<file path="config.mk">
export PLATFORM = sky130hd
export DESIGN_NAME = core_top
export DESIGN_NICKNAME = d
export VERILOG_FILES = /design/src/logic/core_pkg.sv /design/src/logic/fetch_stage.sv /design/src/logic/decode_stage.sv /design/src/logic/execute_stage.sv /design/src/logic/memory_stage.sv /design/src/logic/hazard_unit.sv /design/src/logic/core_top.sv
export SDC_FILE = /design/constraint.sdc
export NUM_CORES = 2
export LEC_CHECK = 0
export CORE_ASPECT_RATIO = 1.2
export CORE_UTILIZATION = 55
export CTS_CLUSTER_DIAMETER = 150
export DETAILED_ROUTE_END_ITERATION = 6
export DONT_BUFFER_PORTS = 1
export PLACE_DENSITY = 0.72
export SLEW_MARGIN = 10
export SYNTH_ARGS = -nofsm -noshare
export SYNTH_HDL_FRONTEND = slang
export SYNTH_HIERARCHICAL = 1
export SYNTH_SLANG_ARGS = --single-unit
</file>
<file path="constraint.sdc">
create_clock -name clk -period 5.85 [get_ports clk]
set_clock_uncertainty 0.15 [all_clocks]
set_input_delay 0.2925 -clock clk [delete_from_list [all_inputs] [get_ports clk]]
set_output_delay 0.2925 -clock clk [all_outputs]
set_load 0.005 [all_outputs]
</file>
<file path="src/logic/core_pkg.sv">
package core_pkg;

  localparam int XLEN = 32;

  typedef logic [XLEN-1:0] xlen_t;
  typedef logic [XLEN-1:0] addr_t;
  typedef logic [31:0]     inst_t;
  typedef logic [4:0]      reg_idx_t;

  // first fetch address after reset
  localparam addr_t RESET_PC = 32'h0001_0000;
  // addi x0, x0, 0
  localparam inst_t NOP_INST = 32'h0000_0013;

  // major opcodes
  localparam logic [6:0] OPC_OP     = 7'b0110011;
  localparam logic [6:0] OPC_OP_IMM = 7'b0010011;
  localparam logic [6:0] OPC_LUI    = 7'b0110111;
  localparam logic [6:0] OPC_LOAD   = 7'b0000011;
  localparam logic [6:0] OPC_STORE  = 7'b0100011;
  localparam logic [6:0] OPC_BRANCH = 7'b1100011;
  localparam logic [6:0] OPC_JAL    = 7'b1101111;

  // branch conditions
  localparam logic [2:0] F3_BEQ = 3'b000;
  localparam logic [2:0] F3_BNE = 3'b001;
  localparam logic [2:0] F3_BLT = 3'b100;
  localparam logic [2:0] F3_BGE = 3'b101;

  typedef enum logic [3:0] {
    ADD, SUB, AND, OR, XOR, SLT, SLTU, SLL, SRL, SRA, PASS_B
  } alu_op_e;

  typedef enum logic [1:0] {
    FWD_NONE,
    FWD_MEM,
    FWD_WB
  } fwd_sel_e;

endpackage

</file>
<file path="src/logic/fetch_stage.sv">
`timescale 1ns/1ps

module fetch_stage (
  input  logic            clk,
  input  logic            i_rst_n,
  input  logic            i_stall_f,
  input  logic            i_stall_d,
  input  logic            i_flush_d,
  input  logic            i_jal_taken,
  input  core_pkg::addr_t i_jal_target,
  input  logic            i_br_taken,
  input  core_pkg::addr_t i_br_target,
  input  core_pkg::inst_t i_inst,
  output core_pkg::addr_t o_pc,
  output core_pkg::inst_t o_inst_d,
  output core_pkg::addr_t o_pc_d
);

  // branch from execute is older than jal in decode, so it wins
  always_ff @(posedge clk) begin
    if (!i_rst_n) begin
      o_pc <= core_pkg::RESET_PC;
    end else if (i_br_taken) begin
      o_pc <= i_br_target;
    end else if (!i_stall_f) begin
      o_pc <= i_jal_taken ? i_jal_target : o_pc + 32'd4;
    end
  end

  // if/id register
  always_ff @(posedge clk) begin
    if (!i_rst_n || i_flush_d) begin
      o_inst_d <= core_pkg::NOP_INST;
    end else if (!i_stall_d) begin
      o_inst_d <= i_inst;
    end
  end

  always_ff @(posedge clk) begin
    if (!i_stall_d) begin
      o_pc_d <= o_pc;
    end
  end

endmodule

</file>
<file path="src/logic/decode_stage.sv">
`timescale 1ns/1ps

module decode_stage (
  input  logic               clk,
  input  logic               i_rst_n,
  input  logic               i_flush_e,
  input  core_pkg::inst_t    i_inst_d,
  input  core_pkg::addr_t    i_pc_d,
  input  logic               i_wb_we,
  input  core_pkg::reg_idx_t i_wb_rd,
  input  core_pkg::xlen_t    i_wb_data,
  output core_pkg::reg_idx_t o_rs1_d,
  output core_pkg::reg_idx_t o_rs2_d,
  output logic               o_jal_taken,
  output core_pkg::addr_t    o_jal_target,
  output core_pkg::xlen_t    o_rs1_val_e,
  output core_pkg::xlen_t    o_rs2_val_e,
  output core_pkg::xlen_t    o_imm_e,
  output core_pkg::addr_t    o_pc_e,
  output core_pkg::reg_idx_t o_rd_e,
  output core_pkg::reg_idx_t o_rs1_e,
  output core_pkg::reg_idx_t o_rs2_e,
  output core_pkg::alu_op_e  o_alu_op_e,
  output logic               o_alu_src_imm_e,
  output logic               o_is_load_e,
  output logic               o_is_store_e,
  output logic               o_is_branch_e,
  output logic [2:0]         o_funct3_e,
  output logic               o_reg_write_e,
  output logic               o_link_e
);

  logic [6:0]         opcode;
  logic [2:0]         funct3;
  core_pkg::reg_idx_t rd;
  core_pkg::xlen_t    imm_i, imm_s, imm_b, imm_u, imm_j, imm;
  core_pkg::xlen_t    rs1_val, rs2_val;
  core_pkg::xlen_t    regs [32];
  core_pkg::alu_op_e  alu_op;
  logic               alu_src_imm, is_load, is_store, is_branch, reg_write;

  // funct3 to alu op with alt selecting sub or sra
  function automatic core_pkg::alu_op_e alu_from_funct(input logic [2:0] f3, input logic alt);
    case (f3)
      3'b000:  return alt ? core_pkg::SUB : core_pkg::ADD;
      3'b001:  return core_pkg::SLL;
      3'b010:  return core_pkg::SLT;
      3'b011:  return core_pkg::SLTU;
      3'b100:  return core_pkg::XOR;
      3'b101:  return alt ? core_pkg::SRA : core_pkg::SRL;
      3'b110:  return core_pkg::OR;
      default: return core_pkg::AND;
    endcase
  endfunction

  assign opcode  = i_inst_d[6:0];
  assign funct3  = i_inst_d[14:12];
  assign rd      = i_inst_d[11:7];
  assign o_rs1_d = i_inst_d[19:15];
  assign o_rs2_d = i_inst_d[24:20];

  assign imm_i = {{20{i_inst_d[31]}}, i_inst_d[31:20]};
  assign imm_s = {{20{i_inst_d[31]}}, i_inst_d[31:25], i_inst_d[11:7]};
  assign imm_b = {{19{i_inst_d[31]}}, i_inst_d[31], i_inst_d[7], i_inst_d[30:25],
                  i_inst_d[11:8], 1'b0};
  assign imm_u = {i_inst_d[31:12], 12'b0};
  assign imm_j = {{11{i_inst_d[31]}}, i_inst_d[31], i_inst_d[19:12], i_inst_d[20],
                  i_inst_d[30:21], 1'b0};

  // jal resolves here
  assign o_jal_taken  = (opcode == core_pkg::OPC_JAL);
  assign o_jal_target = i_pc_d + imm_j;

  always_comb begin
    alu_op      = core_pkg::ADD;
    alu_src_imm = 1'b0;
    is_load     = 1'b0;
    is_store    = 1'b0;
    is_branch   = 1'b0;
    reg_write   = 1'b0;
    imm         = imm_i;
    case (opcode)
      core_pkg::OPC_OP: begin
        alu_op    = alu_from_funct(funct3, i_inst_d[30]);
        reg_write = 1'b1;
      end
      core_pkg::OPC_OP_IMM: begin
        // only srai uses bit 30 since addi has no sub form
        alu_op      = alu_from_funct(funct3, (funct3 == 3'b101) && i_inst_d[30]);
        alu_src_imm = 1'b1;
        reg_write   = 1'b1;
      end
      core_pkg::OPC_LUI: begin
        alu_op      = core_pkg::PASS_B;
        alu_src_imm = 1'b1;
        reg_write   = 1'b1;
        imm         = imm_u;
      end
      core_pkg::OPC_LOAD: begin
        alu_src_imm = 1'b1;
        is_load     = 1'b1;
        reg_write   = 1'b1;
      end
      core_pkg::OPC_STORE: begin
        alu_src_imm = 1'b1;
        is_store    = 1'b1;
        imm         = imm_s;
      end
      core_pkg::OPC_BRANCH: begin
        is_branch = 1'b1;
        imm       = imm_b;
      end
      core_pkg::OPC_JAL: begin
        reg_write = 1'b1;
        imm       = imm_j;
      end
      default: ;
    endcase
  end

  // register file where x0 is never written
  always_ff @(posedge clk) begin
    if (i_wb_we && i_wb_rd != '0) begin
      regs[i_wb_rd] <= i_wb_data;
    end
  end

  // write-through so writeback is visible the same cycle
  assign rs1_val = (o_rs1_d == '0) ? '0 :
                   (i_wb_we && i_wb_rd == o_rs1_d) ? i_wb_data : regs[o_rs1_d];
  assign rs2_val = (o_rs2_d == '0) ? '0 :
                   (i_wb_we && i_wb_rd == o_rs2_d) ? i_wb_data : regs[o_rs2_d];

  // id/ex control bits
  always_ff @(posedge clk) begin
    if (!i_rst_n || i_flush_e) begin
      o_is_load_e   <= 1'b0;
      o_is_store_e  <= 1'b0;
      o_is_branch_e <= 1'b0;
      o_reg_write_e <= 1'b0;
      o_link_e      <= 1'b0;
    end else begin
      o_is_load_e   <= is_load;
      o_is_store_e  <= is_store;
      o_is_branch_e <= is_branch;
      o_reg_write_e <= reg_write;
      o_link_e      <= o_jal_taken;
    end
  end

  // id/ex payload
  always_ff @(posedge clk) begin
    o_rs1_val_e     <= rs1_val;
    o_rs2_val_e     <= rs2_val;
    o_imm_e         <= imm;
    o_pc_e          <= i_pc_d;
    o_rd_e          <= rd;
    o_rs1_e         <= o_rs1_d;
    o_rs2_e         <= o_rs2_d;
    o_alu_op_e      <= alu_op;
    o_alu_src_imm_e <= alu_src_imm;
    o_funct3_e      <= funct3;
  end

endmodule

</file>
<file path="src/logic/execute_stage.sv">
`timescale 1ns/1ps

module execute_stage (
  input  logic               clk,
  input  logic               i_rst_n,
  input  core_pkg::xlen_t    i_rs1_val_e,
  input  core_pkg::xlen_t    i_rs2_val_e,
  input  core_pkg::xlen_t    i_imm_e,
  input  core_pkg::addr_t    i_pc_e,
  input  core_pkg::reg_idx_t i_rd_e,
  input  core_pkg::alu_op_e  i_alu_op_e,
  input  logic               i_alu_src_imm_e,
  input  logic               i_is_load_e,
  input  logic               i_is_store_e,
  input  logic               i_is_branch_e,
  input  logic [2:0]         i_funct3_e,
  input  logic               i_reg_write_e,
  input  logic               i_link_e,
  input  core_pkg::fwd_sel_e i_fwd_a,
  input  core_pkg::fwd_sel_e i_fwd_b,
  input  core_pkg::xlen_t    i_mem_result,
  input  core_pkg::xlen_t    i_wb_data,
  output logic               o_br_taken,
  output core_pkg::addr_t    o_br_target,
  output core_pkg::xlen_t    o_alu_out_m,
  output core_pkg::xlen_t    o_store_data_m,
  output core_pkg::reg_idx_t o_rd_m,
  output logic               o_reg_write_m,
  output logic               o_is_load_m,
  output logic               o_is_store_m
);

  core_pkg::xlen_t op_a, op_b, alu_b, alu_out, result;
  logic            br_cond;

  function automatic core_pkg::xlen_t fwd_pick(input core_pkg::fwd_sel_e sel,
                                               input core_pkg::xlen_t reg_val,
                                               input core_pkg::xlen_t mem_val,
                                               input core_pkg::xlen_t wb_val);
    case (sel)
      core_pkg::FWD_MEM: return mem_val;
      core_pkg::FWD_WB:  return wb_val;
      default:           return reg_val;
    endcase
  endfunction

  assign op_a  = fwd_pick(i_fwd_a, i_rs1_val_e, i_mem_result, i_wb_data);
  assign op_b  = fwd_pick(i_fwd_b, i_rs2_val_e, i_mem_result, i_wb_data);
  assign alu_b = i_alu_src_imm_e ? i_imm_e : op_b;

  always_comb begin
    case (i_alu_op_e)
      core_pkg::SUB:    alu_out = op_a - alu_b;
      core_pkg::AND:    alu_out = op_a & alu_b;
      core_pkg::OR:     alu_out = op_a | alu_b;
      core_pkg::XOR:    alu_out = op_a ^ alu_b;
      core_pkg::SLT:    alu_out = {{(core_pkg::XLEN-1){1'b0}}, $signed(op_a) < $signed(alu_b)};
      core_pkg::SLTU:   alu_out = {{(core_pkg::XLEN-1){1'b0}}, op_a < alu_b};
      core_pkg::SLL:    alu_out = op_a << alu_b[4:0];
      core_pkg::SRL:    alu_out = op_a >> alu_b[4:0];
      core_pkg::SRA:    alu_out = $signed(op_a) >>> alu_b[4:0];
      core_pkg::PASS_B: alu_out = alu_b;
      default:          alu_out = op_a + alu_b;
    endcase
  end

  // branch compares the two register operands, never the immediate
  always_comb begin
    case (i_funct3_e)
      core_pkg::F3_BEQ: br_cond = (op_a == op_b);
      core_pkg::F3_BNE: br_cond = (op_a != op_b);
      core_pkg::F3_BLT: br_cond = ($signed(op_a) < $signed(op_b));
      core_pkg::F3_BGE: br_cond = ($signed(op_a) >= $signed(op_b));
      default:          br_cond = 1'b0;
    endcase
  end

  assign o_br_taken  = i_is_branch_e && br_cond;
  assign o_br_target = i_pc_e + i_imm_e;

  // jal link value
  assign result = i_link_e ? i_pc_e + 32'd4 : alu_out;

  always_ff @(posedge clk) begin
    if (!i_rst_n) begin
      o_reg_write_m <= 1'b0;
      o_is_load_m   <= 1'b0;
      o_is_store_m  <= 1'b0;
    end else begin
      o_reg_write_m <= i_reg_write_e;
      o_is_load_m   <= i_is_load_e;
      o_is_store_m  <= i_is_store_e;
    end
  end

  always_ff @(posedge clk) begin
    o_alu_out_m    <= result;
    o_store_data_m <= op_b;
    o_rd_m         <= i_rd_e;
  end

endmodule

</file>
<file path="src/logic/memory_stage.sv">
`timescale 1ns/1ps

module memory_stage (
  input  logic               clk,
  input  logic               i_rst_n,
  input  core_pkg::xlen_t    i_alu_out_m,
  input  core_pkg::xlen_t    i_store_data_m,
  input  core_pkg::reg_idx_t i_rd_m,
  input  logic               i_reg_write_m,
  input  logic               i_is_load_m,
  input  logic               i_is_store_m,
  input  core_pkg::xlen_t    i_mem_rdata,
  output core_pkg::addr_t    o_mem_addr,
  output core_pkg::xlen_t    o_mem_wdata,
  output logic               o_mem_we,
  output core_pkg::xlen_t    o_mem_result,
  output logic               o_wb_we,
  output core_pkg::reg_idx_t o_wb_rd,
  output core_pkg::xlen_t    o_wb_data
);

  // word access only with the alu result as byte address
  assign o_mem_addr  = i_alu_out_m;
  assign o_mem_wdata = i_store_data_m;
  assign o_mem_we    = i_is_store_m;

  // read data arrives in the same cycle
  assign o_mem_result = i_is_load_m ? i_mem_rdata : i_alu_out_m;

  // mem/wb register
  always_ff @(posedge clk) begin
    if (!i_rst_n) begin
      o_wb_we <= 1'b0;
    end else begin
      o_wb_we <= i_reg_write_m;
    end
  end

  always_ff @(posedge clk) begin
    o_wb_rd   <= i_rd_m;
    o_wb_data <= o_mem_result;
  end

endmodule

</file>
<file path="src/logic/hazard_unit.sv">
`timescale 1ns/1ps

module hazard_unit (
  input  core_pkg::reg_idx_t i_rs1_d,
  input  core_pkg::reg_idx_t i_rs2_d,
  input  core_pkg::reg_idx_t i_rs1_e,
  input  core_pkg::reg_idx_t i_rs2_e,
  input  core_pkg::reg_idx_t i_rd_e,
  input  logic               i_is_load_e,
  input  logic               i_jal_taken,
  input  logic               i_br_taken,
  input  core_pkg::reg_idx_t i_rd_m,
  input  logic               i_reg_write_m,
  input  core_pkg::reg_idx_t i_rd_w,
  input  logic               i_reg_write_w,
  output logic               o_stall_f,
  output logic               o_stall_d,
  output logic               o_flush_d,
  output logic               o_flush_e,
  output core_pkg::fwd_sel_e o_fwd_a,
  output core_pkg::fwd_sel_e o_fwd_b
);

  logic load_use;

  // mem stage is newer, so it is checked first
  function automatic core_pkg::fwd_sel_e fwd_for(input core_pkg::reg_idx_t rs,
                                                 input core_pkg::reg_idx_t rd_m, input logic we_m,
                                                 input core_pkg::reg_idx_t rd_w, input logic we_w);
    if (rs == '0) return core_pkg::FWD_NONE;
    if (we_m && rd_m == rs) return core_pkg::FWD_MEM;
    if (we_w && rd_w == rs) return core_pkg::FWD_WB;
    return core_pkg::FWD_NONE;
  endfunction

  assign o_fwd_a = fwd_for(i_rs1_e, i_rd_m, i_reg_write_m, i_rd_w, i_reg_write_w);
  assign o_fwd_b = fwd_for(i_rs2_e, i_rd_m, i_reg_write_m, i_rd_w, i_reg_write_w);

  assign load_use = i_is_load_e && (i_rd_e != '0) && (i_rd_e == i_rs1_d || i_rd_e == i_rs2_d);

  assign o_stall_f = load_use;
  assign o_stall_d = load_use;
  // a stalled jal redirects once the bubble has passed
  assign o_flush_d = i_br_taken || (i_jal_taken && !load_use);
  assign o_flush_e = i_br_taken || load_use;

endmodule

</file>
<file path="src/logic/core_top.sv">
`timescale 1ns/1ps

module core_top (
  input  logic            clk,
  input  logic            i_rst_n,
  input  core_pkg::inst_t i_inst,
  output core_pkg::addr_t o_pc,
  input  core_pkg::xlen_t i_mem_rdata,
  output core_pkg::addr_t o_mem_addr,
  output core_pkg::xlen_t o_mem_wdata,
  output logic            o_mem_we
);

  // hazard controls
  logic               stall_f, stall_d, flush_d, flush_e;
  core_pkg::fwd_sel_e fwd_a, fwd_b;

  // fetch and decode
  core_pkg::inst_t    inst_d;
  core_pkg::addr_t    pc_d, jal_target, br_target;
  core_pkg::reg_idx_t rs1_d, rs2_d;
  logic               jal_taken, br_taken;

  // execute
  core_pkg::xlen_t    rs1_val_e, rs2_val_e, imm_e;
  core_pkg::addr_t    pc_e;
  core_pkg::reg_idx_t rd_e, rs1_e, rs2_e;
  core_pkg::alu_op_e  alu_op_e;
  logic [2:0]         funct3_e;
  logic               alu_src_imm_e, is_load_e, is_store_e, is_branch_e, reg_write_e, link_e;

  // memory and writeback
  core_pkg::xlen_t    alu_out_m, store_data_m, mem_result, wb_data;
  core_pkg::reg_idx_t rd_m, wb_rd;
  logic               reg_write_m, is_load_m, is_store_m, wb_we;

  fetch_stage fetch_i (
    .clk(clk), .i_rst_n(i_rst_n),
    .i_stall_f(stall_f), .i_stall_d(stall_d), .i_flush_d(flush_d),
    .i_jal_taken(jal_taken), .i_jal_target(jal_target),
    .i_br_taken(br_taken), .i_br_target(br_target),
    .i_inst(i_inst),
    .o_pc(o_pc), .o_inst_d(inst_d), .o_pc_d(pc_d)
  );

  decode_stage decode_i (
    .clk(clk), .i_rst_n(i_rst_n), .i_flush_e(flush_e),
    .i_inst_d(inst_d), .i_pc_d(pc_d),
    .i_wb_we(wb_we), .i_wb_rd(wb_rd), .i_wb_data(wb_data),
    .o_rs1_d(rs1_d), .o_rs2_d(rs2_d),
    .o_jal_taken(jal_taken), .o_jal_target(jal_target),
    .o_rs1_val_e(rs1_val_e), .o_rs2_val_e(rs2_val_e), .o_imm_e(imm_e), .o_pc_e(pc_e),
    .o_rd_e(rd_e), .o_rs1_e(rs1_e), .o_rs2_e(rs2_e),
    .o_alu_op_e(alu_op_e), .o_alu_src_imm_e(alu_src_imm_e),
    .o_is_load_e(is_load_e), .o_is_store_e(is_store_e), .o_is_branch_e(is_branch_e),
    .o_funct3_e(funct3_e), .o_reg_write_e(reg_write_e), .o_link_e(link_e)
  );

  execute_stage execute_i (
    .clk(clk), .i_rst_n(i_rst_n),
    .i_rs1_val_e(rs1_val_e), .i_rs2_val_e(rs2_val_e), .i_imm_e(imm_e), .i_pc_e(pc_e),
    .i_rd_e(rd_e), .i_alu_op_e(alu_op_e), .i_alu_src_imm_e(alu_src_imm_e),
    .i_is_load_e(is_load_e), .i_is_store_e(is_store_e), .i_is_branch_e(is_branch_e),
    .i_funct3_e(funct3_e), .i_reg_write_e(reg_write_e), .i_link_e(link_e),
    .i_fwd_a(fwd_a), .i_fwd_b(fwd_b),
    .i_mem_result(mem_result), .i_wb_data(wb_data),
    .o_br_taken(br_taken), .o_br_target(br_target),
    .o_alu_out_m(alu_out_m), .o_store_data_m(store_data_m), .o_rd_m(rd_m),
    .o_reg_write_m(reg_write_m), .o_is_load_m(is_load_m), .o_is_store_m(is_store_m)
  );

  memory_stage memory_i (
    .clk(clk), .i_rst_n(i_rst_n),
    .i_alu_out_m(alu_out_m), .i_store_data_m(store_data_m), .i_rd_m(rd_m),
    .i_reg_write_m(reg_write_m), .i_is_load_m(is_load_m), .i_is_store_m(is_store_m),
    .i_mem_rdata(i_mem_rdata),
    .o_mem_addr(o_mem_addr), .o_mem_wdata(o_mem_wdata), .o_mem_we(o_mem_we),
    .o_mem_result(mem_result),
    .o_wb_we(wb_we), .o_wb_rd(wb_rd), .o_wb_data(wb_data)
  );

  hazard_unit hazard_i (
    .i_rs1_d(rs1_d), .i_rs2_d(rs2_d),
    .i_rs1_e(rs1_e), .i_rs2_e(rs2_e), .i_rd_e(rd_e), .i_is_load_e(is_load_e),
    .i_jal_taken(jal_taken), .i_br_taken(br_taken),
    .i_rd_m(rd_m), .i_reg_write_m(reg_write_m), .i_rd_w(wb_rd), .i_reg_write_w(wb_we),
    .o_stall_f(stall_f), .o_stall_d(stall_d), .o_flush_d(flush_d), .o_flush_e(flush_e),
    .o_fwd_a(fwd_a), .o_fwd_b(fwd_b)
  );

endmodule

</file>
# == Word-level counts from Yosys, hierarchy flattened ==
# Memory sizes are Yosys's and may differ from the RTL's. A register that Yosys moved wholly into a read port is not among the register bits.
# Index checks and enable logic that the tools add are counted.
# totals
reg_bits,298
out_inout_bits,97
ram_bits,1024
mem_count,1
word_cells,157
# op_classes
mux,49
magnitude_cmp,4
add_sub_neg,6
bitwise_logic,3
n_reduce_logical,27
shift,3
eq_ne,39
# mem_list
name,depth,word_bits,read_ports,rd_ports_with_merged_regs,wr,line,rtl
decode_i.regs,32,32,2,2,1,decode_stage.sv:38,core_pkg::xlen_t regs [32];
# op_table
cell,count
case mux 32 bit (10 select lines),1
two-way mux 32 bit,6
case mux 32 bit (2 select lines),2
case mux 31 bit (4 select lines),1
adder 32 bit,3
< comparator 32 bit,3
"adder 32 x 3 -> 32 bit, second input constant",2
case mux 4 bit (7 select lines),2
AND 32 bit,1
equality test 32 bit,1
greater-or-equal comparator 32 bit,1
inequality test 32 bit,1
bitwise OR 32 bit,1
<< shifter 32 x 5 -> 32 bit,1
right shift 32 x 5 -> 32 bit,1
>>> shifter 32 x 5 -> 32 bit,1
subtractor 32 bit,1
bitwise XOR 32 bit,1
equality test 5 bit,6
two-way mux 2 bit,12
two-way mux 1 bit,23
"equality test 7 x 6 -> 1 bit, second input constant",3
zero test 5 bit,4
"equality test 4 x 3 -> 1 bit, second input constant",4
other kinds (21),49

# == Depth between registers and ports, before layout ==
# depth
ltp_word,16
mapped_depth,29
mapped_depth_nobuf,25

# == Cells and area by module ==
# Netlist, hierarchy kept.
# modules_own_cells
module,cells_per_inst,area_per_inst_um2,n_inst
decode_stage,2995,54193.2,1
execute_stage,2157,14909.3,1
fetch_stage,466,4480.5,1
memory_stage,140,1799.2,1
hazard_unit,59,432.9,1

# == Worst setup path before layout ==
# Ideal clock, no wire load.
# synth_timing
path_type,reg2reg
start,reg decode_i.o_rs2_e[2]
end,reg fetch_i.o_pc[6]
setup_time_ns,0.132
required_ns,5.568
n_path_buf,6
arrival_time_ns,5.377
path_stages_with_launch,28
path_slack_ns,0.191
cell_sequence,dfxtp_1 > xor2_1 > nor4_1 > and3_1 > a21boi_1 > inv_1 > ha_1 > buf_6 > clkbuf_1 > clkbuf_1 > buf_1 > a21oi_1 > ha_1 > a21o_1 > a21oi_1 > nor2b_1 > o21ai_0 > nand2b_1 > a21oi_1 > nand4_1 > a21oi_1 > mux2_2 > a211oi_1 > buf_2 > clkinv_1 > clkbuf_1 > o21ai_0 > a21oi_1
# synth_between
elab_chain_cells,14
word_cells_on_any_way,27
cone_classes,order compare: 2; eq/ne: 7; mux: 14; reduce/logical: 4
# synth_rtl
element,line,rtl
"start, declared",decode_stage.sv:22,"output core_pkg::reg_idx_t o_rs2_e,"
"start signal, assigned",decode_stage.sv:159,o_rs2_e <= o_rs2_d;
equality test 5 bit,hazard_unit.sv:32,if (we_w && rd_w == rs) return core_pkg::FWD_WB;
logical AND 1 bit,hazard_unit.sv:32,
two-way mux 1 bit (2 in series),hazard_unit.sv:32,
two-way mux 1 bit,hazard_unit.sv:31,if (we_m && rd_m == rs) return core_pkg::FWD_MEM;
two-way mux 2 bit,hazard_unit.sv:33,return core_pkg::FWD_NONE;
two-way mux 2 bit,hazard_unit.sv:32,
two-way mux 2 bit *,hazard_unit.sv:31,
net fwd_b[0],core_top.sv:16,"core_pkg::fwd_sel_e fwd_a, fwd_b;"
equality test 2 bit or equality test 2 x 1 -> 1 bit (tied branches),execute_stage.sv:40,case (sel)
case mux 32 bit (2 select lines) *,execute_stage.sv:40,
greater-or-equal comparator 32 bit (tied with other cells),execute_stage.sv:73,core_pkg::F3_BGE: br_cond = ($signed(op_a) >= $signed(op_b));
case mux 1 bit (4 select lines) *,execute_stage.sv:69,case (i_funct3_e)
logical AND 1 bit *,execute_stage.sv:78,assign o_br_taken = i_is_branch_e && br_cond;
net br_taken,core_top.sv:22,"logic jal_taken, br_taken;"
inequality test 2 x 1 -> 1 bit (no source line) or two-way mux 32 bit (tied branches),n/a,
"end signal, assigned",fetch_stage.sv:22,o_pc <= core_pkg::RESET_PC;
"end signal, assigned",fetch_stage.sv:24,o_pc <= i_br_target;
"end signal, assigned",fetch_stage.sv:26,o_pc <= i_jal_taken ? i_jal_target : o_pc + 32'd4;
"end, declared",fetch_stage.sv:14,"output core_pkg::addr_t o_pc,"
# The timed path passes the listed nets; every way through them passes the cells marked *. The select of a mux whose other input is x is not followed.
# A chain may end at the register's enable or synchronous reset.

# == Final worst setup path ==
# layout_timing
start,reg decode_i.o_rs2_e[2]
end,reg fetch_i.o_inst_d[1]
# layout_between
elab_chain_cells,15
word_cells_on_any_way,27
cone_classes,order compare: 2; eq/ne: 6; mux: 13; reduce/logical: 6
# layout_rtl
element,line,rtl
equality test 5 bit,hazard_unit.sv:32,
logical AND 1 bit,hazard_unit.sv:32,
two-way mux 1 bit (2 in series),hazard_unit.sv:32,
two-way mux 1 bit,hazard_unit.sv:31,
two-way mux 2 bit,hazard_unit.sv:33,
two-way mux 2 bit,hazard_unit.sv:32,
two-way mux 2 bit *,hazard_unit.sv:31,
net fwd_b[0],core_top.sv:16,
equality test 2 bit or equality test 2 x 1 -> 1 bit (tied branches),execute_stage.sv:40,
case mux 32 bit (2 select lines) *,execute_stage.sv:40,
greater-or-equal comparator 32 bit (tied with other cells),execute_stage.sv:73,
case mux 1 bit (4 select lines) *,execute_stage.sv:69,
logical AND 1 bit *,execute_stage.sv:78,
net br_taken,core_top.sv:22,
logical OR 1 bit *,hazard_unit.sv:44,assign o_flush_d = i_br_taken || (i_jal_taken && !load_use);
net flush_d,core_top.sv:15,"logic stall_f, stall_d, flush_d, flush_e;"
logical OR 1 bit *,fetch_stage.sv:32,if (!i_rst_n || i_flush_d) begin
"end signal, assigned",fetch_stage.sv:33,o_inst_d <= core_pkg::NOP_INST;
"end signal, assigned",fetch_stage.sv:35,o_inst_d <= i_inst;
"end, declared",fetch_stage.sv:15,"output core_pkg::inst_t o_inst_d,"
# Marked as above.

==> flow_metrics.tcl <==
set metrics [dict create \
    fin_nets 6334 \
    holdPathEnd "memory_i/o_wb_we" \
    dr_total_vias 56400 \
    timing.hold.ws_ns 0.0361 \
    portBuffers 0 \
    slowest_delay_ns 0.34 \
    rows 148 \
    cts-root-buf "clkbuf_16" \
    routed_wl_um 279000 \
    internal-power_mw 20.5 \
    arrival_ns 6.22 \
    hpwl_um 182000 \
    preCtsSetupSlack_ns -0.288 \
    clock_latency_ns 0.80 \
    routedWlPerCell_um 34.9 \
    cts_buffer_depth 3 \
    dp_cells 7645 \
    final_layout_size_suffix_gt1_share_pct 23.5 \
    end_kind "flip-flop" \
    grt_max_degree 127 \
    start_util_pct 55.7 \
    hold_path.class "in2reg" \
    dpl_cell_area_sq_um 79600 \
    worstSetupPathType "reg2reg" \
    drv_cap 0 \
    synthesis.area_sq_um 75800 \
    regArea_sq_um 38400 \
    crit_path_frequent_cell "o21a_1" \
    p_comb_share_pct 26.3 \
    p_switching_mw 9.65 \
    p_per_area_nw_per_um2 351 \
    final_cell_mix "1,056 x edfxtp_1, 471 x mux4_2, 461 x buf_4, 371 x nand2_1, 371 x mux2i_1" \
    switching_share_pct 32.0 \
    fin_area_sq_um 85800 \
    rsz0062_at_grt "yes" \
    tightest_slew_ns 1.34 \
    core_sq_um 136000 \
    r2r-start "decode_i/o_rs2_e[2]" \
    final_common_cell "edfxtp_1" \
    layoutNonFillerInstCount 7992 \
    async_reset_ff_share_pct 0 \
    grt_use_total_pct 39.5 \
    die_w_um 341 \
    dieArea_sq_um 139000 \
    dr.pass1.iters 6 \
    yosysSeqAreaShare_pct 50.5 \
    ant_nets 0 \
    status "finished clean" \
    whs_path_depth 2 \
    clk_pin_slew_ns 0.07 \
    p_seq_share_pct 41.9 \
    place_congestion 1.04 \
    grt_pass1_vias 55400 \
    period_minus_slack_ns 5.69 \
    slowest_stage "dfxtp_2" \
    relSlewSlack_pct 10.1 \
    min-delay-start "i_rst_n" \
    crit_required_ns 6.38 \
    ys_seq_elements 1386 \
    avgSynthCellArea_sq_um 13.0 \
    reg2reg_to "fetch_i/o_inst_d[1]" \
    timing.final.crit_share_pct 97.3 \
    hold_viol 0 \
    cts_sinks 1386 \
    fillCellCount 10200 \
    vias_per_cell 7.05 \
    netlist-cell-type-count 119 \
    synth_edf_count 1056 \
    slew_violations 0 \
    antenna_found_initial 13 \
    clockPowerShare_pct 31.8 \
    htreeDepth 4 \
    multi_input_area_sq_um 35000 \
    drtIter0Drc 7778 \
    setup_violations 0 \
    r2r.worst_path.cells 27 \
    io_pins 163 \
    ir_worst_vdd_mv 0.352 \
    die_h_um 409 \
    grt_overflow 0 \
    postSynth.topFlopCell "edfxtp_1" \
    syn2layout_area_growth_pct 13.2 \
    ys_warn_count 6 \
    drc 0 \
    cts_tree "built" \
    worstPathMaxFanout 16 \
    cellLeakagePower_nw 30.5 \
    final_util_pct 63.0 \
    r2r_slack_ns 0.16 \
    netlist_instances 5817 \
    grt_pass1_wl_um 394000 \
    cts_buffers 140 \
    max_clock_freq_mhz 176 \
    startpoint_type "flip-flop" \
    setup_ws_ns 0.158 \
]
[power groups by stage]
stage               sequential (mW)  clock, mW  combinational [mW]
floorplan                      13.1          0                4.05
global placement               12.8          0                7.45
detailed placement             12.8          0                7.50
CTS                            12.6       9.66                7.60
global route                   12.6       10.0                8.28
finish                         12.6       9.59                7.94
[synth_stat cells, drive strengths merged, types with 104 or more instances]
master  count  area (sq um)
a22oi     104           781
ha        196          2450
buf       290          2010
mux2i     375          3760
a21oi     286          1440
mux4      471         10600
edfxtp   1056         31700
nand2     372          1400
clkbuf    191           717
a221oi    126          1120
inv       159           597
nor2      347          1320
dfxtp     330          6610
o21ai     277          1390
[logic make-up (layout without fill, tap and decap cells)]
group,Yosys count,after routing,share of synthesized area [%]
AO/OA/AOI/OAI,1332,1332,12.3
XOR/XNOR,154,154,1.78
adder cells (fa/ha/maj),200,200,3.34
buffers and inverters,647,982,4.44
flip-flops,1386,1386,50.5
multiplexers,891,891,19.8
other,1,41,0.00495
AND/OR/NAND/NOR,1206,1206,7.88
[through the flow]
stage | TNS, ns | total power, mW
finish | 0 | 30.2
global route | -0.215 | 30.9
CTS | 0 | 29.9
detailed placement | -7.47 | 20.3
global placement | -6.44 | 20.2
floorplan | 0 | 17.1
[worst max path at each step]
stage                        startpoint                  end  slack (ns)  cells after the start
floorplan           decode_i/o_rs2_e[2]      fetch_i/o_pc[6]        0.19                     27
global placement    decode_i/o_rs2_e[2]  fetch_i/o_inst_d[0]       -0.24                     28
detailed placement  memory_i/o_wb_rd[3]  fetch_i/o_inst_d[4]       -0.29                     26
CTS                 decode_i/o_rs2_e[2]     fetch_i/o_pc[31]       0.001                     30
global route        decode_i/o_rs2_e[2]  fetch_i/o_inst_d[1]       -0.07                     28
finish              decode_i/o_rs2_e[2]  fetch_i/o_inst_d[1]        0.16                     27
[per-layer routing]
layer	up-vias	GRT usage (%)	routed length, um	share of wire, %
li1	23300	-	-	-
met1	28100	48.6	96600	35
met2	4024	62.3	129000	46
met3	1007	8.01	29400	11
met4	8	27.8	23100	8.3
met5	-	0	50	0.018
[sequential cells by signal (all words and copies together) (netlist names), 3 cells and up]
register and flops:
decode_i/regs 1024, decode_i/o_imm_e 32, decode_i/o_pc_e 32, decode_i/o_rs1_val_e 32
decode_i/o_rs2_val_e 32, execute_i/o_alu_out_m 32, execute_i/o_store_data_m 32, fetch_i/o_inst_d 32
fetch_i/o_pc 32, fetch_i/o_pc_d 32, memory_i/o_wb_data 32, decode_i/o_rd_e 5
decode_i/o_rs1_e 5, decode_i/o_rs2_e 5, execute_i/o_rd_m 5, memory_i/o_wb_rd 5
decode_i/o_alu_op_e 4, decode_i/o_funct3_e 3
[critical path: cells and delay by family (launching register included)]
family	cells	cell delay, ns
DFF	1	0.34
buffers and inverters	6	0.78
muxes	1	0.28
and+or+nand+nor	6	1.22
xor gates and xnor gates	1	0.16
AOI/OAI and AO/OA	11	2.03
adders and majority gates	2	0.61
[layout make-up]
class | count | area share [%]
Sequential cell | 1386 | 44.7
Multi-Input combinational cell | 3815 | 40.8
Timing Repair Buffer | 560 | 5.43
Clock buffer | 180 | 4.44
Tap cell | 1800 | 2.62
Clock inverter | 77 | 1.29
Inverter | 165 | 0.723
Antenna cell | 9 | 0.0262
[what timing repair did]
| item | CTS | global route |
|---|---|---|
| pin swaps | 3 | 28 |
| setup buffers | 0 | 8 |
| hold buffers | 70 | 2 |
| hold endpoints to repair | 119 | 66 |
| gates cloned | 0 | 1 |
| setup endpoints to repair | 77 | 80 |
| resized for setup | 26 | 69 |
Note: power is estimated with default switching activity, not from simulation.
